`src/lock_pkg.sv`:
```
`default_nettype none

package lock_pkg;

    // Keypad digit, BCD 0-9 plus special codes
    typedef logic [3:0]  digit_t;

    // Four digits, digit 0 (first key) in the top nibble
    typedef logic [15:0] code_t;

    typedef logic [1:0]  slot_t;      // Stored code slot 0..3
    typedef logic [2:0]  attempts_t;  // Failed attempt count

    // Status digit shown on the display
    typedef enum logic [3:0] {
        ST_INIT    = 4'h0,
        ST_LOCKED  = 4'h1,
        ST_AJAR    = 4'h2,
        ST_OPEN    = 4'h3,
        ST_BLOCKED = 4'hA,
        ST_BUSY    = 4'hB
    } status_t;

    localparam int CODE_SLOTS = 4;

    localparam digit_t DIGIT_BLANK = 4'hB;  // "#" key or blank
    localparam digit_t DIGIT_EMPTY = 4'hF;

    // Unset slot, never matches
    localparam code_t CODE_UNSET = {4{DIGIT_EMPTY}};

    // Slot 0 after reset, keys 1,2,3,4
    localparam code_t DEFAULT_CODE0 = 16'h1234;

endpackage

`default_nettype wire

```
`src/code_matcher.sv`:
```
`timescale 1ns/10ps
`default_nettype none

module code_matcher import lock_pkg::*; (
    input  logic  clk,
    input  logic  rst,
    input  logic  check_start,
    input  code_t check_code,
    output slot_t rd_slot,
    input  code_t rd_code,
    output logic  check_done,
    output logic  check_ok
);

    slot_t slot_q;     // Slot under compare, back at 0 when idle
    logic  busy;
    logic  match_q;
    logic  hit;

    // Unset slots never match, even against an all-F entry
    assign hit = (rd_code == check_code) && (rd_code != CODE_UNSET);

    assign rd_slot = slot_q;

    always_ff @(posedge clk or posedge rst) begin
        if (rst) begin
            slot_q     <= '0;
            busy       <= 1'b0;
            match_q    <= 1'b0;
            check_done <= 1'b0;
            check_ok   <= 1'b0;
        end else begin
            check_done <= 1'b0;
            if (check_start) begin
                // Slot 0 is compared in the start cycle
                busy    <= 1'b1;
                match_q <= hit;
                slot_q  <= slot_q + 2'd1;
            end else if (busy) begin
                match_q <= match_q || hit;
                slot_q  <= slot_q + 2'd1;  // Wraps to 0 after slot 3
                if (slot_q == slot_t'(CODE_SLOTS - 1)) begin
                    busy       <= 1'b0;
                    check_done <= 1'b1;
                    check_ok   <= match_q || hit;
                end
            end
        end
    end

    // One check at a time
    a_no_overlap: assert property (
        @(posedge clk) disable iff (rst)
        check_start |-> !busy
    );

    // Verdict four cycles after the start pulse
    a_done_latency: assert property (
        @(posedge clk) disable iff (rst)
        check_start |-> ##4 check_done
    );

endmodule

`default_nettype wire

```
`src/code_store.sv`:
```
`timescale 1ns/10ps
`default_nettype none

module code_store import lock_pkg::*; (
    input  logic  clk,
    input  logic  rst,
    // APB slave
    input  logic  psel,
    input  logic  penable,
    input  logic  pwrite,
    input  slot_t paddr,
    input  code_t pwdata,
    output code_t prdata,
    output logic  pready,
    // Matcher read port
    input  slot_t rd_slot,
    output code_t rd_code
);

    code_t code_mem [CODE_SLOTS];
    logic  apb_write;

    // Access phase of a write, no wait states
    assign apb_write = psel && penable && pwrite;

    always_ff @(posedge clk or posedge rst) begin
        if (rst) begin
            for (int i = 0; i < CODE_SLOTS; i++) begin
                code_mem[i] <= (i == 0) ? DEFAULT_CODE0 : CODE_UNSET;
            end
        end else if (apb_write) begin
            code_mem[paddr] <= pwdata;  // Visible to the next check
        end
    end

    // Read data is valid during the access cycle
    assign prdata = code_mem[paddr];
    assign pready = 1'b1;

    // Same-cycle read for the matcher
    assign rd_code = code_mem[rd_slot];

    // Access phase always follows a setup phase
    a_penable_psel: assert property (
        @(posedge clk) disable iff (rst)
        penable |-> psel
    );

endmodule

`default_nettype wire

```
`src/door_fsm.sv`:
```
`timescale 1ns/10ps
`default_nettype none

module door_fsm import lock_pkg::*; #(
    parameter int DEBOUNCE_CYCLES = 100,
    parameter int RELOCK_CYCLES   = 5000,
    parameter int BIP_CYCLES      = 5000,
    parameter int RETRY_CYCLES    = 1000,
    parameter int LOCKOUT_CYCLES  = 30000,
    parameter int MAX_ATTEMPTS    = 5
) (
    input  logic      clk,
    input  logic      rst,
    input  logic      door_open,
    input  logic      inner_button,
    input  logic      code_valid,
    input  code_t     code,
    output logic      check_start,
    output code_t     check_code,
    input  logic      check_done,
    input  logic      check_ok,
    output logic      lock,
    output logic      bip,
    output logic      keypad_en,
    output status_t   status,
    output attempts_t fail_count
);

    // Shared counter sized for the longest interval
    localparam int MAX_A   = (DEBOUNCE_CYCLES > RELOCK_CYCLES) ? DEBOUNCE_CYCLES : RELOCK_CYCLES;
    localparam int MAX_B   = (BIP_CYCLES > RETRY_CYCLES) ? BIP_CYCLES : RETRY_CYCLES;
    localparam int MAX_AB  = (MAX_A > MAX_B) ? MAX_A : MAX_B;
    localparam int CNT_MAX = (MAX_AB > LOCKOUT_CYCLES) ? MAX_AB : LOCKOUT_CYCLES;
    localparam int CNT_W   = $clog2(CNT_MAX + 1);

    typedef logic [CNT_W-1:0] cnt_t;

    localparam cnt_t DB_LAST      = cnt_t'(DEBOUNCE_CYCLES - 1);
    localparam cnt_t RELOCK_LAST  = cnt_t'(RELOCK_CYCLES - 1);
    localparam cnt_t BIP_LAST     = cnt_t'(BIP_CYCLES - 1);
    localparam cnt_t RETRY_LAST   = cnt_t'(RETRY_CYCLES - 1);
    localparam cnt_t LOCKOUT_LAST = cnt_t'(LOCKOUT_CYCLES - 1);

    localparam attempts_t ATT_LIMIT = attempts_t'(MAX_ATTEMPTS);
    localparam attempts_t ATT_SAT   = '1;

    typedef enum logic [3:0] {
        INIT,
        LOCKED,
        CHECK,      // Waiting for the matcher
        AJAR,       // Bolt retracted, door closed
        OPEN,
        BIP_OPEN,   // Open too long
        DB_UNLOCK,  // Button held while locked
        DB_LOCK,    // Button held while ajar
        BLOCKED     // Retry wait or lockout
    } state_t;

    state_t    state;
    cnt_t      cnt;
    cnt_t      hold_last;
    code_t     code_q;
    attempts_t fails;
    digit_t    first_digit;
    logic      take_code;

    assign first_digit = code[15:12];

    // Button has priority over the keypad
    assign take_code = (state == LOCKED) && !inner_button && code_valid &&
                       (first_digit != DIGIT_BLANK) && (first_digit != DIGIT_EMPTY);

    // Long lockout once the limit is exceeded
    assign hold_last = (fails > ATT_LIMIT) ? LOCKOUT_LAST : RETRY_LAST;

    assign check_code = code_q;
    assign fail_count = fails;

    always_ff @(posedge clk) begin
        if (take_code) begin
            code_q <= code;  // Held until check_done
        end
    end

    always_ff @(posedge clk or posedge rst) begin
        if (rst) begin
            state       <= INIT;
            cnt         <= '0;
            fails       <= '0;
            check_start <= 1'b0;
        end else begin
            check_start <= take_code;
            case (state)
                INIT: begin
                    if (!door_open) state <= LOCKED;
                end

                LOCKED: begin
                    cnt <= '0;
                    if (inner_button) begin
                        state <= DB_UNLOCK;
                    end else if (take_code) begin
                        state <= CHECK;
                    end
                end

                CHECK: begin
                    cnt <= '0;
                    if (check_done) begin
                        if (check_ok) begin
                            state <= AJAR;
                            fails <= '0;
                        end else begin
                            state <= BLOCKED;
                            if (fails != ATT_SAT) fails <= fails + 3'd1;
                        end
                    end
                end

                BLOCKED: begin
                    if (cnt >= hold_last) begin
                        state <= LOCKED;
                        cnt   <= '0;
                    end else begin
                        cnt <= cnt + 1'b1;
                    end
                end

                AJAR: begin
                    if (door_open) begin
                        state <= OPEN;
                        cnt   <= '0;
                    end else if (inner_button) begin
                        state <= DB_LOCK;
                        cnt   <= '0;
                    end else if (cnt >= RELOCK_LAST) begin
                        state <= LOCKED;  // Auto relock
                        cnt   <= '0;
                    end else begin
                        cnt <= cnt + 1'b1;
                    end
                end

                OPEN: begin
                    if (!door_open) begin
                        state <= AJAR;
                        cnt   <= '0;
                    end else if (cnt >= BIP_LAST) begin
                        state <= BIP_OPEN;
                    end else begin
                        cnt <= cnt + 1'b1;
                    end
                end

                BIP_OPEN: begin
                    if (!door_open) begin
                        state <= AJAR;
                        cnt   <= '0;
                    end
                end

                // Both debounce states act on the falling edge of the button
                DB_UNLOCK: begin
                    if (!inner_button) begin
                        cnt <= '0;
                        if (cnt >= DB_LAST) begin
                            state <= AJAR;
                            fails <= '0;
                        end else begin
                            state <= LOCKED;  // Too short
                        end
                    end else if (cnt < DB_LAST) begin
                        cnt <= cnt + 1'b1;
                    end
                end

                DB_LOCK: begin
                    if (!inner_button) begin
                        cnt   <= '0;
                        state <= (cnt >= DB_LAST) ? LOCKED : AJAR;
                    end else if (cnt < DB_LAST) begin
                        cnt <= cnt + 1'b1;
                    end
                end

                default: begin
                    state <= INIT;
                end
            endcase
        end
    end

    // Outputs decoded from state only
    always_comb begin
        lock      = 1'b0;
        bip       = 1'b0;
        keypad_en = 1'b0;
        status    = ST_INIT;
        case (state)
            INIT: status = ST_INIT;
            LOCKED: begin
                lock      = 1'b1;
                keypad_en = 1'b1;
                status    = ST_LOCKED;
            end
            CHECK: begin
                lock   = 1'b1;
                status = ST_BUSY;
            end
            BLOCKED: begin
                lock   = 1'b1;
                status = ST_BLOCKED;
            end
            AJAR: status = ST_AJAR;
            OPEN: status = ST_OPEN;
            BIP_OPEN: begin
                bip    = 1'b1;
                status = ST_OPEN;
            end
            DB_UNLOCK: begin
                lock   = 1'b1;
                status = ST_BUSY;
            end
            DB_LOCK: status = ST_BUSY;
            default: status = ST_INIT;
        endcase
    end

    a_lock_bip: assert property (
        @(posedge clk) disable iff (rst)
        !(lock && bip)
    );

    // Matcher answers only the check this FSM is waiting on
    a_done_in_check: assert property (
        @(posedge clk) disable iff (rst)
        check_done |-> state == CHECK
    );

endmodule

`default_nettype wire

```
`src/lock_top.sv`:
```
`timescale 1ns/10ps
`default_nettype none

module lock_top import lock_pkg::*; #(
    parameter int DEBOUNCE_CYCLES = 100,
    parameter int RELOCK_CYCLES   = 5000,
    parameter int BIP_CYCLES      = 5000,
    parameter int RETRY_CYCLES    = 1000,
    parameter int LOCKOUT_CYCLES  = 30000,
    parameter int MAX_ATTEMPTS    = 5
) (
    input  logic      clk,
    input  logic      rst,
    // Keypad
    input  logic      code_valid,
    input  code_t     code,
    // Sensors and button
    input  logic      door_open,
    input  logic      inner_button,
    // APB access to the code slots
    input  slot_t     paddr,
    input  logic      psel,
    input  logic      penable,
    input  logic      pwrite,
    input  code_t     pwdata,
    output code_t     prdata,
    output logic      pready,
    // Lock outputs
    output logic      lock,
    output logic      bip,
    output logic      keypad_en,
    output status_t   status,
    output attempts_t fail_count
);

    logic  check_start;
    logic  check_done;
    logic  check_ok;
    code_t check_code;
    slot_t rd_slot;
    code_t rd_code;

    code_store u_store (
        .clk     (clk),
        .rst     (rst),
        .psel    (psel),
        .penable (penable),
        .pwrite  (pwrite),
        .paddr   (paddr),
        .pwdata  (pwdata),
        .prdata  (prdata),
        .pready  (pready),
        .rd_slot (rd_slot),
        .rd_code (rd_code)
    );

    code_matcher u_matcher (
        .clk         (clk),
        .rst         (rst),
        .check_start (check_start),
        .check_code  (check_code),
        .rd_slot     (rd_slot),
        .rd_code     (rd_code),
        .check_done  (check_done),
        .check_ok    (check_ok)
    );

    door_fsm #(
        .DEBOUNCE_CYCLES (DEBOUNCE_CYCLES),
        .RELOCK_CYCLES   (RELOCK_CYCLES),
        .BIP_CYCLES      (BIP_CYCLES),
        .RETRY_CYCLES    (RETRY_CYCLES),
        .LOCKOUT_CYCLES  (LOCKOUT_CYCLES),
        .MAX_ATTEMPTS    (MAX_ATTEMPTS)
    ) u_fsm (
        .clk          (clk),
        .rst          (rst),
        .door_open    (door_open),
        .inner_button (inner_button),
        .code_valid   (code_valid),
        .code         (code),
        .check_start  (check_start),
        .check_code   (check_code),
        .check_done   (check_done),
        .check_ok     (check_ok),
        .lock         (lock),
        .bip          (bip),
        .keypad_en    (keypad_en),
        .status       (status),
        .fail_count   (fail_count)
    );

endmodule

`default_nettype wire

```
`config.mk`:
```
export PLATFORM = sky130hd
export DESIGN_NAME = lock_top
export DESIGN_NICKNAME = d
export VERILOG_FILES = /design/src/lock_pkg.sv /design/src/code_matcher.sv /design/src/code_store.sv /design/src/door_fsm.sv /design/src/lock_top.sv
export SDC_FILE = /design/constraint.sdc
export NUM_CORES = 1
export LEC_CHECK = 0
export ABC_AREA = 1
export BUFFER_PORTS_ARGS = -buffer_cell sky130_fd_sc_hd__buf_4
export CAP_MARGIN = 20
export CORE_UTILIZATION = 60
export CTS_CLUSTER_SIZE = 14
export DETAILED_ROUTE_END_ITERATION = 10
export GPL_TIMING_DRIVEN = 0
export PLACE_DENSITY_LB_ADDON = 0.2
export SLEW_MARGIN = 20
export SYNTH_ARGS = -nofsm -noshare
export SYNTH_HDL_FRONTEND = slang
export SYNTH_HIERARCHICAL = 1
export SYNTH_SLANG_ARGS = --single-unit
export TNS_END_PERCENT = 100
```
`constraint.sdc`:
```
create_clock -name clk -period 2.4 [get_ports clk]
set_input_delay 0.24 -clock clk [delete_from_list [all_inputs] [get_ports clk]]
set_output_delay 0.24 -clock clk [all_outputs]
set_load 0.01 [all_outputs]
```
# --- After elaboration in Yosys (flattened, before gate mapping) ---
# Index checks and enable logic that the tools add are counted.
word_totals:
  input_bits: 42
  ff_bits: 109
  wordCells: 135
  output_inout_bits: 27
classes:
  reduce_logical: 23
  bitwise_logic: 3
  n_lt_le_gt_ge: 8
  addsub: 3
  eq_ne: 27
  mux: 57
op_table:
  columns: ["op", "n"]
  rows:
  - ["$mux 15", 10]
  - ["$pmux 15 s6", 1]
  - ["$mux 16", 5]
  - ["$bmux 16 s2", 2]
  - ["$bwmux 64", 1]
  - ["$mux 4", 14]
  - ["$pmux 4 s9", 1]
  - ["$demux 16 s2", 1]
  - ["$pmux 4 s5", 1]
  - ["$eq 16x16->1", 1]
  - ["$eq 4x3->1 const B", 4]
  - ["$ne 16x16->1 const B", 1]
  - ["$add 15x1->15 const B", 1]
  - ["$ge 15x13->1 const B", 1]
  - ["$ge 15x15->1", 1]
  - ["$ge 15x7->1 const B", 1]
  - ["$lt 15x7->1 const B", 1]
  - ["$mux 3", 5]
  - ["$ne 3x2->1 const B", 4]
  - ["$mux 1", 11]
  - ["$ne 2x2->1 const B", 5]
  - ["$reduce_and 9->1", 1]
  - ["$eq 4x2->1 const B", 2]
  - ["$logic_and 1x1->1", 8]
  - ["27 further kinds", 38]

# --- Logic depth before layout (Yosys ltp) ---
logic_depth:
  ltp_word: 9
  ltp_mapped: 15
  mapped_depth_nobuf: 15

# --- Modules after synthesis ---
# Netlist, hierarchy kept.
by_module_without_submodules:
  columns: ["mod", "seq_area_each_um2", "area_per_inst_um2", "n_inst", "cells_each"]
  rows:
  - ["code_store", 1667.8, 3871.2, 1, 555]
  - ["door_fsm", 1056.0, 2538.7, 1, 331]
  - ["code_matcher", 150.1, 608.1, 1, 112]

# --- Worst setup path after synthesis ---
# No wires, ideal clock.
synth_timing:
  path_kind: "reg-to-reg"
  from: "reg u_fsm.fails[0] (netlist: u_fsm/fail_count[0])"
  to: "reg u_fsm.cnt[6]"
  required_ps: 2317
  path_buffers: 0
  path_stages_with_launch: 14
  path_slack_ps: 168
  arrival_ps: 2150
  setup_ps: 83
  synth_period_minus_slack_ps: 2232
  path_cell_list: "dfrtp_1 > ha_1 > nor2_1 > inv_1 > ha_1 > nand2_1 > inv_1 > nand2_1 > nor2_1 > a21oi_1 > nand4_1 > nand2_2 > nand2_1 > o21ai_0"
synth_between:
  elab_chain_cells: 5
synth_lines:
  columns: ["item", "line", "text"]
  rows:
  - ["from (decl)", "door_fsm.sv:63", "attempts_t fails;"]
  - ["from (signal assigned)", "door_fsm.sv:115", "if (fails != ATT_SAT) fails <= fails + 3'd1;"]
  - ["$gt 3x3->1", "door_fsm.sv:74", "assign hold_last = (fails > ATT_LIMIT) ? LOCKOUT_LAST : RETRY_LAST;"]
  - ["$mux 15", "door_fsm.sv:74", null]
  - ["$ge 15x15->1", "door_fsm.sv:121", "if (cnt >= hold_last) begin"]
  - ["$mux 15", "door_fsm.sv:121", null]
  - ["$pmux 15 s6", "door_fsm.sv:93", "case (state)"]
  - ["to (signal assigned)", "door_fsm.sv:125", "cnt <= cnt + 1'b1;"]
  - ["to (signal assigned)", "door_fsm.sv:140", "cnt <= cnt + 1'b1;"]
  - ["to (signal assigned)", "door_fsm.sv:151", "cnt <= cnt + 1'b1;"]
  - ["to (decl)", "door_fsm.sv:60", "cnt_t cnt;"]
# Every way passes these cells.
# A chain may end at the register's enable or synchronous reset.

# --- Worst setup path in the final report ---
# Same ends and word-level chain as after synthesis.

==> summary.md <==
| Metric | Value |
|---|---|
| Sequential-to-total area share from yosys stat | `41.0%` |
| Reg2Reg Setup Slack | `40 ps` |
| PD cells | `917 nW/um2` |
| Syn_nets | `approximately 1,100` |
| Tightest Pin Transition | `949 ps` |
| Grt ovf | `0` |
| Cell Area, Synth | `around 7000 um2` |
| Non-filler cells, final | `roughly 1,200` |
| Max-slew violations | `0` |
| Pre-antenna DRT Iters | `6` |
| CTS sink cnt | `109` |
| N_diodes | `0` |
| Synth Warn # | `6` |
| PnR worst setup slack | `43.2 ps` |
| FF-to-FF Start | `u_fsm/fail_count[0]` |
| Area leader, netlist | `nand2_1` |
| Drt total wl | `around 18,000 um` |
| DR vias/cell | `roughly 5.4` |
| Antenna-violating nets left | `0` |
| Synth Register Bits | `between 100 and 150` |
| Reg-to-reg endpoint | `u_fsm/cnt[6]` |
| IO buf count | `64` |
| Maximum VDD drop | `roughly 680 uV` |
| Max Cap Viol | `0` |
| Dominant synthesized flop cell | `dfstp_2` |
| Worst hold-check path type | `in2reg` |
| Hold endpoint | `u_fsm/check_code[5]` |
| Ports | `69` |
| Total Die Area | `around 12,000 um2` |
| Vias | `about 6,600` |
| Most numerous cell in the Yosys netlist | `nand2_1` |
| Starting DRT DRC Count | `530` |
| Placed cells | `~1,200` |
| Later-pin clock latency in the skew report | `360 ps` |
| Worst Path Max Fanout | `5` |
| Asr flop ratio synth | `a little under nine tenths` |
| Core footprint | `around 11,000 um2` |
| # rows | `39` |
| Setup Viol. Count Final | `0` |
| Area contributors post-synth | `nand2_1 (25%), dfstp_2 (20%), dfrtp_1 (14%), edfxtp_1 (6.8%), inv_1 (5.0%)` |
| RSZ-0062 raised after global routing | `true` |
| CTS buffer count | `9` |
| Post-Syn Instances | `roughly 1,000` |
| Leak | `4.34 nW` |
| Overall Global Routing Usage | `31.0%` |
| Crit Path Class | `reg2reg` |
| Avg Inst Size Synth | `~7 um2` |
| Vias in the first global route | `roughly 5,900` |
| Initial core utilization | `just over 60%` |
| EDFF count, synth | `16` |
| Crit path arrival time | `~2600 ps` |
| Final RePlAce weighted congestion | `around 0.9` |
| Status | `completed` |
| Final Hold Fails | `0` |
| Synth top cells by count | `nand2_1 (474), inv_1 (93), nor2_1 (92)` |
| Fmax | `approximately 420 MHz` |
| Final Power | `~7.5 mW` |
| Nets | `between 1,000 and 1,500` |
| Chip Height | `about 110 um` |
| Worst-case reg-to-reg path depth | `12` |
| Die X | `roughly 110 um` |
| Clock Pin Slew Worst Setup and Hold Paths | `70 ps` |
| Hold path depth | `1` |
| Critical path data required time | `2690 ps` |
| H-tree depth | `3` |
| Pin count of the biggest net entering global routing | `48` |
| TritonCTS clock tree | `built` |
| Max clock buf depth | `2` |
| Min Tclk post-route | `roughly 2400 ps` |
| First-pass GRT wire length | `about 28,000 um` |
| Setup TNS | `0 ps` |
| Antenna violations before repair | `0` |
| # DRC | `0` |
| Worst setup SP type | `register` |
| Critical path capture point type | `register` |
| CTS root buffer | `clkbuf_16` |
| Slew HR | `~37%` |
| Worst hold start | `code[5]` |
| Yosys top cell area share | `25.4%` |
| Wire per inst | `14.7 um` |
| P&R area growth vs syn | `17.1%` |
| Crit share post-route | `98.2%` |
| Post-place setup slack | `-432 ps` |
| Post-DP HPWL | `between 10,000 and 15,000 um` |
| Clock Skew | `about 8.6 ps` |
| Count of cell types in the netlist | `40` |
| Share of cells above drive strength 1 | `a little under a quarter` |
area by class of cell:
type	instances	area, um2
Tap cell	143	179
Timing Repair Buffer	72	567
Sequential cell	109	2880
Clock inverter	4	21.3
Inverter	104	415
Buffer	28	216
Fill cell	978	3200
Clock buffer	12	258
Multi-Input combinational cell	757	3690
report_power, final:
part | switching, mW | internal, mW | total (mW)
Combinational | 2.22 | 1.24 | 3.45
Clock | 0.664 | 0.764 | 1.43
Sequential | 0.290 | 2.36 | 2.65
Total | 3.17 | 4.37 | 7.54
critical path, cell delays in order (launching register included):
cell and delay (ps):
dfrtp_2 450, ha_4 180, nor2_4 180, clkinv_4 150
ha_4 250, a21oi_1 170, nand2_1 100, a21oi_2 150
nand4_1 140, buf_4 200, nand2_4 100, nand2_4 70
o21ai_2 130
cells in the final DEF, fill, tap and decap left out, types with 2 or more instances in the layout:
master	n
nor2_2	10
nand2_2	14
dfrtp_1	39
clkbuf_16	10
o211ai_1	15
a21boi_2	2
xor2_1	5
nand2_4	7
nor2_8	5
a21oi_2	3
nand2_1	467
inv_4	6
buf_4	71
o21ai_1	4
ha_4	7
dfstp_2	53
a21oi_1	4
conb_1	2
buf_6	13
nand3_2	4
nand3_1	45
buf_2	11
nor2_4	8
edfxtp_1	16
o21ai_2	5
inv_1	89
inv_2	8
clkbuf_1	5
nor2_1	89
nand3b_1	4
nand2_8	2
ha_1	6
nand4_1	18
o21ai_0	21
clkinv_2	3
nor3_1	4
cell families after synthesis:
kind of cell | synth area share [%]
buffers and inverters | 8.86
XOR/XNOR | 0.749
adder cells (fa/ha/maj) | 2.32
flip-flops | 41.0
other | 0.107
AO/OA/AOI/OAI | 5.08
multiplexers | 0.160
AND/OR/NAND/NOR | 41.8
worst max-delay path by stage:
stage	startpoint	endpoint	slack [ps]	cells past startpoint
after floorplan	u_fsm/fail_count[0]	u_fsm/cnt[6]	170	13
after global placement	u_fsm/fail_count[0]	u_fsm/cnt[2]	-390	13
after detailed placement	u_fsm/fail_count[0]	u_fsm/cnt[2]	-430	13
after CTS	u_fsm/fail_count[1]	u_fsm/state[2]	3	16
after global routing	u_fsm/fail_count[0]	u_fsm/cnt[2]	-60	14
final	u_fsm/fail_count[0]	u_fsm/cnt[6]	40	12
registers in the layout, summed over array words and instances, names as in the netlist, 2 cells and up:
register,flops
u_fsm/state,4
u_fsm/cnt,15
u_store/code_mem,64
u_fsm/check_code,16
u_matcher/rd_slot,2
u_fsm/fail_count,3
per-stage QoR:
step           cell area, um2  hold WS (ps)  utilization [%]
3_5_place_dp             7710           211             67.5
4_1_cts                  8030          46.7             70.3
5_1_grt                  8220          44.5             72.0
6_report                 8220          52.1             72.0
3_3_place_gp             7680           198             67.2
2_1_floorplan            7020          31.0                -
what timing repair did:
| action | in CTS | in global routing |
|---|---|---|
| endpoints found under the hold margin | 7 | 0 |
| gates resized for setup | 4 | 38 |
| setup buffers | 3 | 4 |
| cloned | 0 | 0 |
| pin swaps | 2 | 22 |
| setup endpoints to repair | 18 | 16 |
| hold buffers | 1 | 0 |
metal layers:
layer  GRT usage (%)  up-vias  wire length, um
met5               0        -                0
met4            14.8        0              589
met3            3.88       51             1020
met2            53.2      253             8990
met1            38.9     3018             7440
li1                -     3264                -
(Power assumes the default switching activity.)
